===== src/include/rv32_opcodes.svh =====
/*
  RV32 opcode, funct and instruction match patterns.
  Included by the decoder and by the testbench decode model.
  Full-word patterns hold ? bits and are meant for ==? and casez.
*/
`ifndef RV32_OPCODES_SVH
`define RV32_OPCODES_SVH

// Major opcodes, bits [6:0]
`define RV32_LUI_OP     7'b0110111
`define RV32_AUIPC_OP   7'b0010111
`define RV32_JAL_OP     7'b1101111
`define RV32_JALR_OP    7'b1100111
`define RV32_BRANCH     7'b1100011
`define RV32_LOAD       7'b0000011
`define RV32_STORE      7'b0100011
`define RV32_OP_IMM     7'b0010011
`define RV32_OP         7'b0110011
`define RV32_MISC_MEM   7'b0001111
`define RV32_SYSTEM     7'b1110011
`define RV32_AMO_OP     7'b0101111

// funct7 of base register-register ops
`define RV32_FUNCT7_BASE 7'b0000000
`define RV32_FUNCT7_ALT  7'b0100000

// CSR funct3
`define RV32_CSRRW_FUN3  3'b001
`define RV32_CSRRS_FUN3  3'b010
`define RV32_CSRRC_FUN3  3'b011
`define RV32_CSRRWI_FUN3 3'b101
`define RV32_CSRRSI_FUN3 3'b110
`define RV32_CSRRCI_FUN3 3'b111

// Fence mode field [31:28] picks fence or barrier
`define RV32_FENCE_OP   32'b????_????_????_?????_000_?????_0001111
`define RV32_FENCE_FM   4'b0000
`define RV32_BARSEND_FM 4'b0001
`define RV32_BARRECV_FM 4'b0010

`define RV32_MRET       32'b0011000_00010_00000_000_00000_1110011

// M extension
`define RV32_MUL        32'b0000001_?????_?????_000_?????_0110011
`define RV32_MULH       32'b0000001_?????_?????_001_?????_0110011
`define RV32_MULHSU     32'b0000001_?????_?????_010_?????_0110011
`define RV32_MULHU      32'b0000001_?????_?????_011_?????_0110011
`define RV32_DIV        32'b0000001_?????_?????_100_?????_0110011
`define RV32_DIVU       32'b0000001_?????_?????_101_?????_0110011
`define RV32_REM        32'b0000001_?????_?????_110_?????_0110011
`define RV32_REMU       32'b0000001_?????_?????_111_?????_0110011

// A extension subset, aq/rl in bits 26:25
`define RV32_LR_W       32'b00010_??_00000_?????_010_?????_0101111
`define RV32_AMOSWAP_W  32'b00001_??_?????_?????_010_?????_0101111
`define RV32_AMOOR_W    32'b01000_??_?????_?????_010_?????_0101111
`define RV32_AMOADD_W   32'b00000_??_?????_?????_010_?????_0101111

`endif


===== src/logic/vanilla_decode_pkg.sv =====
/*
  Shared types of the instruction front end.
  Holds the word and address widths, the instruction class and
  sub-operation encodings, and the packed decode result that the
  decoder produces and the fetch units register.
*/
package vanilla_decode_pkg;

  // Default word address width, 64 words
  localparam int IMEM_AW = 6;

  typedef logic [31:0]        instr_t;
  typedef logic [IMEM_AW-1:0] pc_t;

  // Instruction class as seen by the consumer
  typedef enum logic [3:0] {
    e_op_alu     = 4'd0,
    e_op_load    = 4'd1,
    e_op_store   = 4'd2,
    e_op_branch  = 4'd3,
    e_op_jal     = 4'd4,
    e_op_jalr    = 4'd5,
    e_op_csr     = 4'd6,
    e_op_fence   = 4'd7,
    e_op_barsend = 4'd8,
    e_op_barrecv = 4'd9,
    e_op_mul     = 4'd10,
    e_op_div     = 4'd11,
    e_op_lr      = 4'd12,
    e_op_amo     = 4'd13,
    e_op_mret    = 4'd14,
    e_op_none    = 4'd15
  } op_class_e;

  typedef enum logic [1:0] {
    eDIV  = 2'd0,
    eDIVU = 2'd1,
    eREM  = 2'd2,
    eREMU = 2'd3
  } idiv_op_e;

  typedef enum logic [1:0] {
    e_amo_swap = 2'd0,
    e_amo_or   = 2'd1,
    e_amo_add  = 2'd2
  } amo_type_e;

  typedef struct packed {
    logic      write_rd;
    logic      read_rs1;
    logic      read_rs2;
    logic      is_load_op;
    logic      is_store_op;
    logic      is_byte_op;
    logic      is_hex_op;
    logic      is_load_unsigned;
    op_class_e op_class;
    idiv_op_e  idiv_op;
    amo_type_e amo_type;
    logic      is_amo_aq;
    logic      is_amo_rl;
    logic      unsupported;
  } decode_s;

endpackage


===== src/logic/imem_if.sv =====
/*
  Request and response bundle between one hart's fetch unit and
  the shared instruction memory. One instance per hart.
*/
`timescale 1ns/1ps

interface imem_if
  import vanilla_decode_pkg::*;
();

  logic   req;
  pc_t    addr;
  logic   gnt;
  instr_t rdata;
  logic   rvalid;

  // Requester holds req and addr until gnt
  modport fetch (output req, output addr, input gnt, input rdata, input rvalid);

  modport mem (input req, input addr, output gnt, output rdata, output rvalid);

endinterface


===== src/logic/cl_decode.sv =====
/*
  Combinational instruction decoder.
  Turns one RV32 word into decode_s: register use, load/store width,
  instruction class and M/A sub-operations. MULH, MULHSU and MULHU
  are flagged unsupported. Words that match nothing give class none.
*/
`timescale 1ns/1ps
`include "rv32_opcodes.svh"

module cl_decode
  import vanilla_decode_pkg::*;
(
  input  instr_t  instruction_i,
  output decode_s decode_o
);

  logic [6:0] op;
  logic [4:0] rd;
  logic [2:0] funct3;
  logic [6:0] funct7;
  logic       write_rd;
  logic       read_rs1;
  logic       read_rs2;
  logic       is_load;
  logic       is_store;
  logic       is_amo_rmw;
  logic       unsupported;
  op_class_e  op_class;
  idiv_op_e   idiv_op;
  amo_type_e  amo_type;

  assign op     = instruction_i[6:0];
  assign rd     = instruction_i[11:7];
  assign funct3 = instruction_i[14:12];
  assign funct7 = instruction_i[31:25];

  // Swap, or and add read rs2, LR does not
  assign is_amo_rmw = (op == `RV32_AMO_OP) &
                      ((funct7[6:2] == 5'b00001) | (funct7[6:2] == 5'b01000) |
                       (funct7[6:2] == 5'b00000));

  // x0 is never written
  always_comb begin
    if (rd == 5'd0) begin
      write_rd = 1'b0;
    end else begin
      unique case (op)
        `RV32_LUI_OP, `RV32_AUIPC_OP, `RV32_JAL_OP, `RV32_JALR_OP,
        `RV32_LOAD, `RV32_OP, `RV32_OP_IMM, `RV32_AMO_OP, `RV32_SYSTEM: write_rd = 1'b1;
        default: write_rd = 1'b0;
      endcase
    end
  end

  always_comb begin
    unique case (op)
      `RV32_JALR_OP, `RV32_BRANCH, `RV32_LOAD, `RV32_STORE,
      `RV32_OP, `RV32_OP_IMM, `RV32_AMO_OP: read_rs1 = 1'b1;
      // Only register forms of CSR access
      `RV32_SYSTEM: read_rs1 = (funct3 == `RV32_CSRRW_FUN3) | (funct3 == `RV32_CSRRS_FUN3) |
                               (funct3 == `RV32_CSRRC_FUN3);
      default: read_rs1 = 1'b0;
    endcase
  end

  assign read_rs2 = (op == `RV32_BRANCH) | (op == `RV32_STORE) | (op == `RV32_OP) | is_amo_rmw;

  assign is_load  = (op == `RV32_LOAD);
  assign is_store = (op == `RV32_STORE);

  // Class and sub-operation
  always_comb begin
    op_class    = e_op_none;
    idiv_op     = eDIV;
    amo_type    = e_amo_swap;
    unsupported = 1'b0;
    unique case (op)
      `RV32_LUI_OP, `RV32_AUIPC_OP, `RV32_OP_IMM: op_class = e_op_alu;
      `RV32_LOAD:    op_class = e_op_load;
      `RV32_STORE:   op_class = e_op_store;
      `RV32_BRANCH:  op_class = e_op_branch;
      `RV32_JAL_OP:  op_class = e_op_jal;
      `RV32_JALR_OP: op_class = e_op_jalr;
      `RV32_OP: begin
        if (funct7 == `RV32_FUNCT7_BASE) begin
          op_class = e_op_alu;
        end else if (funct7 == `RV32_FUNCT7_ALT && (funct3 == 3'b000 || funct3 == 3'b101)) begin
          // SUB and SRA
          op_class = e_op_alu;
        end else begin
          unique casez (instruction_i)
            `RV32_MUL:  op_class = e_op_mul;
            `RV32_MULH, `RV32_MULHSU, `RV32_MULHU: unsupported = 1'b1;
            `RV32_DIV: begin
              op_class = e_op_div;
              idiv_op  = eDIV;
            end
            `RV32_DIVU: begin
              op_class = e_op_div;
              idiv_op  = eDIVU;
            end
            `RV32_REM: begin
              op_class = e_op_div;
              idiv_op  = eREM;
            end
            `RV32_REMU: begin
              op_class = e_op_div;
              idiv_op  = eREMU;
            end
            default: op_class = e_op_none;
          endcase
        end
      end
      `RV32_MISC_MEM: begin
        if (instruction_i ==? `RV32_FENCE_OP) begin
          unique case (instruction_i[31:28])
            `RV32_FENCE_FM:   op_class = e_op_fence;
            `RV32_BARSEND_FM: op_class = e_op_barsend;
            `RV32_BARRECV_FM: op_class = e_op_barrecv;
            default:          op_class = e_op_none;
          endcase
        end
      end
      `RV32_SYSTEM: begin
        if (instruction_i == `RV32_MRET) begin
          op_class = e_op_mret;
        end else if (funct3 != 3'b000 && funct3 != 3'b100) begin
          op_class = e_op_csr;
        end
      end
      `RV32_AMO_OP: begin
        unique casez (instruction_i)
          `RV32_LR_W: op_class = e_op_lr;
          `RV32_AMOSWAP_W: begin
            op_class = e_op_amo;
            amo_type = e_amo_swap;
          end
          `RV32_AMOOR_W: begin
            op_class = e_op_amo;
            amo_type = e_amo_or;
          end
          `RV32_AMOADD_W: begin
            op_class = e_op_amo;
            amo_type = e_amo_add;
          end
          default: op_class = e_op_none;
        endcase
      end
      default: op_class = e_op_none;
    endcase
  end

  always_comb begin
    decode_o.write_rd         = write_rd;
    decode_o.read_rs1         = read_rs1;
    decode_o.read_rs2         = read_rs2;
    decode_o.is_load_op       = is_load;
    decode_o.is_store_op      = is_store;
    decode_o.is_byte_op       = (is_load & (funct3 ==? 3'b?00)) | (is_store & (funct3 == 3'b000));
    decode_o.is_hex_op        = (is_load & (funct3 ==? 3'b?01)) | (is_store & (funct3 == 3'b001));
    decode_o.is_load_unsigned = is_load & (funct3 ==? 3'b10?);
    decode_o.op_class         = op_class;
    decode_o.idiv_op          = idiv_op;
    decode_o.amo_type         = amo_type;
    decode_o.is_amo_aq        = (op == `RV32_AMO_OP) & instruction_i[26];
    decode_o.is_amo_rl        = (op == `RV32_AMO_OP) & instruction_i[25];
    decode_o.unsupported      = unsupported;
  end

endmodule


===== src/logic/fetch_unit.sv =====
/*
  Fetch unit of one hart.
  Walks its own memory region word by word, one fetch in flight at a
  time, and only while a consumer credit is left. Each returned word
  is decoded and registered to the consumer outputs with its PC.
*/
`timescale 1ns/1ps

module fetch_unit
  import vanilla_decode_pkg::*;
#(
  parameter int HART_ID   = 0,
  parameter int NUM_HARTS = 2,
  parameter int ADDR_W    = IMEM_AW,
  parameter int CREDITS   = 4
) (
  input  logic      clk_i,
  input  logic      rst_n_i,
  input  logic      run_i,
  imem_if.fetch     mem,
  input  logic      credit_i,
  output logic      dec_valid_o,
  output pc_t       dec_pc_o,
  output instr_t    dec_instr_o,
  output op_class_e dec_class_o,
  output logic      dec_write_rd_o,
  output logic      dec_read_rs1_o,
  output logic      dec_read_rs2_o,
  output logic      dec_unsupported_o
);

  localparam int  REGION_W = ADDR_W - $clog2(NUM_HARTS);
  localparam int  CNT_W    = $clog2(CREDITS + 1);
  localparam pc_t BASE     = pc_t'(HART_ID) << REGION_W;

  pc_t                pc_q;
  pc_t                pc_next;
  logic               inflight_q;
  logic [CNT_W-1:0]   credits_q;
  logic [REGION_W-1:0] offset_next;
  decode_s            dec;

  cl_decode u_decode (
    .instruction_i(mem.rdata),
    .decode_o     (dec)
  );

  // Offset wraps inside the hart's region
  assign offset_next = pc_q[REGION_W-1:0] + 1'b1;
  assign pc_next     = BASE | pc_t'(offset_next);

  assign mem.req  = run_i && !inflight_q && (credits_q != '0);
  assign mem.addr = pc_q;

  always_ff @(posedge clk_i) begin
    if (!rst_n_i) begin
      pc_q        <= BASE;
      inflight_q  <= 1'b0;
      credits_q   <= CNT_W'(CREDITS);
      dec_valid_o <= 1'b0;
    end else begin
      dec_valid_o <= mem.rvalid;
      if (mem.gnt) begin
        inflight_q <= 1'b1;
      end else if (mem.rvalid) begin
        inflight_q <= 1'b0;
      end
      // Credit leaves with the output, comes back on credit_i
      credits_q <= credits_q - CNT_W'(mem.rvalid) + CNT_W'(credit_i);
      if (mem.rvalid) begin
        pc_q <= pc_next;
      end
    end
  end

  always_ff @(posedge clk_i) begin
    if (mem.rvalid) begin
      dec_pc_o          <= pc_q;
      dec_instr_o       <= mem.rdata;
      dec_class_o       <= dec.op_class;
      dec_write_rd_o    <= dec.write_rd;
      dec_read_rs1_o    <= dec.read_rs1;
      dec_read_rs2_o    <= dec.read_rs2;
      dec_unsupported_o <= dec.unsupported;
    end
  end

endmodule


===== src/logic/frontend_top.sv =====
/*
  Instruction front end top level.
  Shared instruction memory and arbiter plus one fetch unit per hart.
  Load the memory with run_i low, then raise run_i and return one
  credit_i pulse per consumed dec_valid_o.
*/
`timescale 1ns/1ps

module frontend_top
  import vanilla_decode_pkg::*;
#(
  parameter int NUM_HARTS = 2,
  parameter int ADDR_W    = IMEM_AW,
  parameter int CREDITS   = 4
) (
  input  logic                        clk_i,
  input  logic                        rst_n_i,
  input  logic                        run_i,
  input  logic                        ld_we_i,
  input  pc_t                         ld_addr_i,
  input  instr_t                      ld_data_i,
  input  logic      [NUM_HARTS-1:0]   credit_i,
  output logic      [NUM_HARTS-1:0]   dec_valid_o,
  output pc_t       [NUM_HARTS-1:0]   dec_pc_o,
  output instr_t    [NUM_HARTS-1:0]   dec_instr_o,
  output op_class_e [NUM_HARTS-1:0]   dec_class_o,
  output logic      [NUM_HARTS-1:0]   dec_write_rd_o,
  output logic      [NUM_HARTS-1:0]   dec_read_rs1_o,
  output logic      [NUM_HARTS-1:0]   dec_read_rs2_o,
  output logic      [NUM_HARTS-1:0]   dec_unsupported_o
);

  imem_if harts_if [NUM_HARTS] ();

  imem_arbiter #(
    .NUM_HARTS(NUM_HARTS),
    .ADDR_W   (ADDR_W)
  ) u_arbiter (
    .clk_i    (clk_i),
    .rst_n_i  (rst_n_i),
    .run_i    (run_i),
    .ld_we_i  (ld_we_i),
    .ld_addr_i(ld_addr_i),
    .ld_data_i(ld_data_i),
    .harts    (harts_if)
  );

  for (genvar h = 0; h < NUM_HARTS; h++) begin : g_hart
    fetch_unit #(
      .HART_ID  (h),
      .NUM_HARTS(NUM_HARTS),
      .ADDR_W   (ADDR_W),
      .CREDITS  (CREDITS)
    ) u_fetch (
      .clk_i            (clk_i),
      .rst_n_i          (rst_n_i),
      .run_i            (run_i),
      .mem              (harts_if[h]),
      .credit_i         (credit_i[h]),
      .dec_valid_o      (dec_valid_o[h]),
      .dec_pc_o         (dec_pc_o[h]),
      .dec_instr_o      (dec_instr_o[h]),
      .dec_class_o      (dec_class_o[h]),
      .dec_write_rd_o   (dec_write_rd_o[h]),
      .dec_read_rs1_o   (dec_read_rs1_o[h]),
      .dec_read_rs2_o   (dec_read_rs2_o[h]),
      .dec_unsupported_o(dec_unsupported_o[h])
    );
  end

endmodule


===== src/logic/imem_arbiter.sv =====
/*
  Shared single-port instruction memory with a round-robin arbiter.
  One requesting hart is granted per cycle; its read data and rvalid
  come back one cycle after the grant. The load port writes the
  array only while run_i is low.
*/
`timescale 1ns/1ps

module imem_arbiter
  import vanilla_decode_pkg::*;
#(
  parameter int NUM_HARTS = 2,
  parameter int ADDR_W    = IMEM_AW
) (
  input  logic   clk_i,
  input  logic   rst_n_i,
  input  logic   run_i,
  input  logic   ld_we_i,
  input  pc_t    ld_addr_i,
  input  instr_t ld_data_i,
  imem_if.mem    harts [NUM_HARTS]
);

  localparam int IDX_W = $clog2(NUM_HARTS);
  localparam int DEPTH = 2 ** ADDR_W;

  instr_t               mem_q [DEPTH];
  instr_t               rdata_q;
  pc_t                  addr_vec [NUM_HARTS];
  logic [NUM_HARTS-1:0] req_vec;
  logic [NUM_HARTS-1:0] gnt_vec;
  logic [NUM_HARTS-1:0] rvalid_q;
  logic [IDX_W-1:0]     last_q;
  logic [IDX_W-1:0]     gnt_idx;
  logic                 gnt_any;

  for (genvar h = 0; h < NUM_HARTS; h++) begin : g_port
    assign req_vec[h]      = harts[h].req;
    assign addr_vec[h]     = harts[h].addr;
    assign harts[h].gnt    = gnt_vec[h];
    assign harts[h].rvalid = rvalid_q[h];
    // Data is shared, rvalid picks the owner
    assign harts[h].rdata  = rdata_q;
  end

  // Search starts one past the last granted hart
  always_comb begin : p_grant
    logic [IDX_W-1:0] idx;
    gnt_any = 1'b0;
    gnt_idx = last_q;
    gnt_vec = '0;
    for (int i = 1; i <= NUM_HARTS; i++) begin
      idx = IDX_W'((int'(last_q) + i) % NUM_HARTS);
      if (!gnt_any && run_i && req_vec[idx]) begin
        gnt_any = 1'b1;
        gnt_idx = idx;
      end
    end
    if (gnt_any) begin
      gnt_vec[gnt_idx] = 1'b1;
    end
  end

  always_ff @(posedge clk_i) begin
    if (!rst_n_i) begin
      // Hart 0 wins the first contended cycle
      last_q   <= IDX_W'(NUM_HARTS - 1);
      rvalid_q <= '0;
    end else begin
      rvalid_q <= gnt_vec;
      if (gnt_any) begin
        last_q <= gnt_idx;
      end
    end
  end

  always_ff @(posedge clk_i) begin
    if (!run_i && ld_we_i) begin
      mem_q[ld_addr_i[ADDR_W-1:0]] <= ld_data_i;
    end
    if (gnt_any) begin
      rdata_q <= mem_q[addr_vec[gnt_idx][ADDR_W-1:0]];
    end
  end

endmodule


===== config.mk =====
export PLATFORM = sky130hd
export DESIGN_NAME = frontend_top
export DESIGN_NICKNAME = d
export VERILOG_FILES = /design/src/logic/vanilla_decode_pkg.sv /design/src/logic/imem_if.sv /design/src/logic/cl_decode.sv /design/src/logic/fetch_unit.sv /design/src/logic/frontend_top.sv /design/src/logic/imem_arbiter.sv
export VERILOG_INCLUDE_DIRS = /design/src /design/src/include
export SDC_FILE = /design/constraint.sdc
export NUM_CORES = 2
export LEC_CHECK = 0
export ABC_CLOCK_PERIOD_IN_PS = 5000
export BUFFER_PORTS_ARGS = -buffer_cell sky130_fd_sc_hd__buf_2
export CORE_MARGIN = 2
export CORE_UTILIZATION = 40
export DETAILED_ROUTE_END_ITERATION = 8
export PLACE_DENSITY = 0.56
export RECOVER_POWER = 25
export SLEW_MARGIN = 25
export SYNTH_ARGS = -nofsm -noshare
export SYNTH_HDL_FRONTEND = slang
export SYNTH_SLANG_ARGS = --single-unit

===== constraint.sdc =====
create_clock -name clk_i -period 5 [get_ports clk_i]
set_input_delay 0.5 -clock clk_i [delete_from_list [all_inputs] [get_ports clk_i]]
set_output_delay 0.5 -clock clk_i [all_outputs]
set_load 0.05 [all_outputs]

==> flow_summary.ini <==
[job]
maxCapViolations = 28

[finish]
area_growth_pct = 14.48
fill_cells = 18830
final_layout_size_suffix_gt1_share_pct = 17.48
fin_area_mm2 = 0.1012
final_cell_mix = edfxtp_1 (2,170), nand3_1 (666), o21ai_0 (436)
num-nets-final = 5925
final_common_cell = edfxtp_1

[setup_path]
cp_num_buf_inv = 1
cpMostUsedCell = a32oi_1
crit_path_max_incr_delay_ps = 950
worst_ep_required_time_ps = 5730
start_kind = flop
cp-end-kind = flop
critical-path-top-delay-family = simple AND/OR/NAND/NOR gates
critPathKind = reg -> reg
critical_path.max_fanout = 28
critical_path_arrival_ps = 5600
crit_path_top_delay_cell = a32oi_1
cp_cell_sequence = nor3_1 -> buf_4 -> or4_4 -> nand2_2 -> o21ai_4 -> or2_2 -> a32oi_1 -> a32oi_1 -> mux2_2

[sta]
fin_crit_ps = 4864
worst_pin_slew_ps = 3467
min_period_over_period_pct = 97.28
tns_ps = 0
max_freq_ghz = 0.2056
fin_skew_ps = 45.29
drv_slew = 1796
hold_violations = 0
slew_headroom_pct = -131.1
setup_viol = 0
grt_setup_unrepaired = no

[die]
start_util_pct = 40.24
core.rowCount = 172
die_x_um = 474.2
core_area_mm2 = 0.2197
fp.dieArea_mm2 = 0.2248
io_pins = 138
die_h_um = 474.2

[route]
antenna_left = 0
met2_length_um = 127400
drtPass1Iterations = 6
drt-met1-wl_um = 111800
viasPerCell = 6.085
wl_per_cell_um = 30.07
remaining_drc_errors = 0
totalWireLength_um = 271300
wl_met3_um = 23870
highest_layer = met4
num_vias = 54900
drtIter0Drc = 6696

[clocking]
cts_made_buffers = 219
cts-root-buf = clkbuf_16
clk_pin_slew_ps = 60
h-tree-depth = 4
cts_max_path_buffers = 3
worstSkewPairLatency_ps = 890
cts_tree = yes
clkSinkCount = 2193

[global_route]
grt_pass1_wl_um = 385800
grt_antenna_before_repair = 14
grt_max_degree = 160
grt_overflow = 0
grt.total_usage_pct = 23.63
grt_pass1_vias = 52370

[synth]
ys.flop_type = edfxtp_1
synth.avg_cell_area_um2 = 15.45
ys_types = 67
synth_edf_count = 2170
yosys_warnings = 0
syn_area_mm2 = 0.08842
synth-seq-cells = 2193
async_flop_share_pct = 0
syn_inst = 5722
syn_nets = 5774
yosysSeqAreaShare_pct = 74.22

[status]
status = finished with violations
violations = max-capacitance violations, max-slew violations

[placement]
portBuffers = 135
dp_hpwl_um = 154000
place_area_mm2 = 0.09426
gp_congestion = 0.8382

[power]
pwr_density_cell_mw_per_mm2 = 465.6
peakVddDrop_mv = 0.4749
p_leak_nw = 32.48

[worst_hold_path]
hold_path.class = in -> reg
[cells in the mapped netlist, drive strengths merged, types with 34 or more instances]
| library cell | number | area (um^2) |
|---|---|---|
| a31oi | 34 | 212.7 |
| mux2 | 113 | 1272 |
| mux4 | 128 | 2883 |
| a2111oi | 45 | 394.1 |
| a21oi | 99 | 495.5 |
| a211oi | 134 | 1006 |
| clkbuf | 384 | 1441 |
| nand4 | 39 | 244.0 |
| a22oi | 88 | 660.6 |
| mux2i | 123 | 1231 |
| buf | 101 | 550.5 |
| nand3 | 668 | 3343 |
| nor2 | 178 | 684.4 |
| o2111ai | 84 | 735.7 |
| o21ai | 443 | 2221 |
| nand2 | 357 | 1340 |
| edfxtp | 2170 | 65160 |
| and3 | 45 | 281.5 |
| a32oi | 168 | 1471 |
| nand2b | 90 | 563.0 |
[sequential cells by signal (all words and copies together) (netlist names)]
name and cells:
g_hart.u_fetch.dec_read_rs1_o 2, g_hart.u_fetch.inflight_q 2, g_hart.u_fetch.dec_read_rs2_o 2, u_arbiter.rvalid_q 2
g_hart.u_fetch.dec_class_o 8, u_arbiter.last_q 1, u_arbiter.mem_q 2048, g_hart.u_fetch.credits_q 6
g_hart.u_fetch.dec_valid_o 2, g_hart.u_fetch.mem.addr 10, g_hart.u_fetch.dec_unsupported_o 2, g_hart.u_fetch.dec_instr_o 64
g_hart.u_fetch.dec_pc_o 10, u_arbiter.harts.rdata 32, g_hart.u_fetch.dec_write_rd_o 2
[logic make-up (layout without fill, tap and decap cells)]
group | after synthesis | count (layout) | synth area share (%)
xor+xnor | 14 | 14 | 0.1387
buf+inv | 499 | 836 | 2.312
other cells | 2 | 7 | 0.008493
compound gates | 1204 | 1204 | 9.326
fa+ha+maj | 8 | 8 | 0.1302
mux | 364 | 364 | 6.092
flops | 2193 | 2193 | 74.22
simple gates | 1438 | 1438 | 7.777
[worst min-delay path, stage by stage]
cell,delay (ps)
buf_2,160
ha_1,150
and2_1,110
[routing by layer]
metal  track usage, %  vias up
met5                0        -
met4            7.620        0
met3            4.503      425
met2            37.30     2676
met1            33.01    28590
li1                 -    23200
[stage by stage]
stage                     setup WS (ps)  instances  hold WS, ps  utilization (%)  total power, mW
after detailed placement          86.99       8600        469.7            42.90            31.28
after global routing              28.91       9020        61.25            46.07            48.63
final                             135.8       9022        101.8            46.07            47.13
after CTS                         38.08       9008        40.36            46.08            47.19
after floorplan                    1167       5722        406.4                -            27.26
after global placement            77.45       8597        487.2            42.87            31.21
[what timing repair did]
action / 4_1_cts / 5_1_grt
hold buffers: 1 / 0
setup buffers: 0 / 5
hold endpoints to repair: 1 / 0
endpoints found under the setup margin: 0 / 5
gates resized for setup: 0 / 0
[power by group]
group / internal [mW] / switching, mW
clock: 9.00 / 7.07
sequential: 20.9 / 0.712
combinational: 3.10 / 6.37
[layout make-up]
cell class	count	area, um^2	share of cell area (%)
Timing Repair Buffer	415	3299	3.259
Inverter	14	53.80	0.05315
Tap cell	2958	3701	3.656
Multi-Input combinational cell	3030	21550	21.29
Sequential cell	2193	65630	64.84
Clock buffer	279	5778	5.708
Antenna cell	5	12.51	0.01236
Clock inverter	128	1200	1.185
[path summary, 6_finish.rpt]
path | from | endpoint | slack, ps | cells past startpoint
min reg2reg | g_hart[0].u_fetch.inflight_q | g_hart[0].u_fetch.inflight_q | 490 | 2
min | credit_i[0] | g_hart[0].u_fetch.credits_q[0] | 100 | 3
max | g_hart[1].u_fetch.credits_q[1] | u_arbiter.harts[0].rdata[25] | 140 | 9
max reg2reg | g_hart[1].u_fetch.credits_q[1] | u_arbiter.harts[0].rdata[25] | 140 | 9
(Power assumes the default switching activity.)
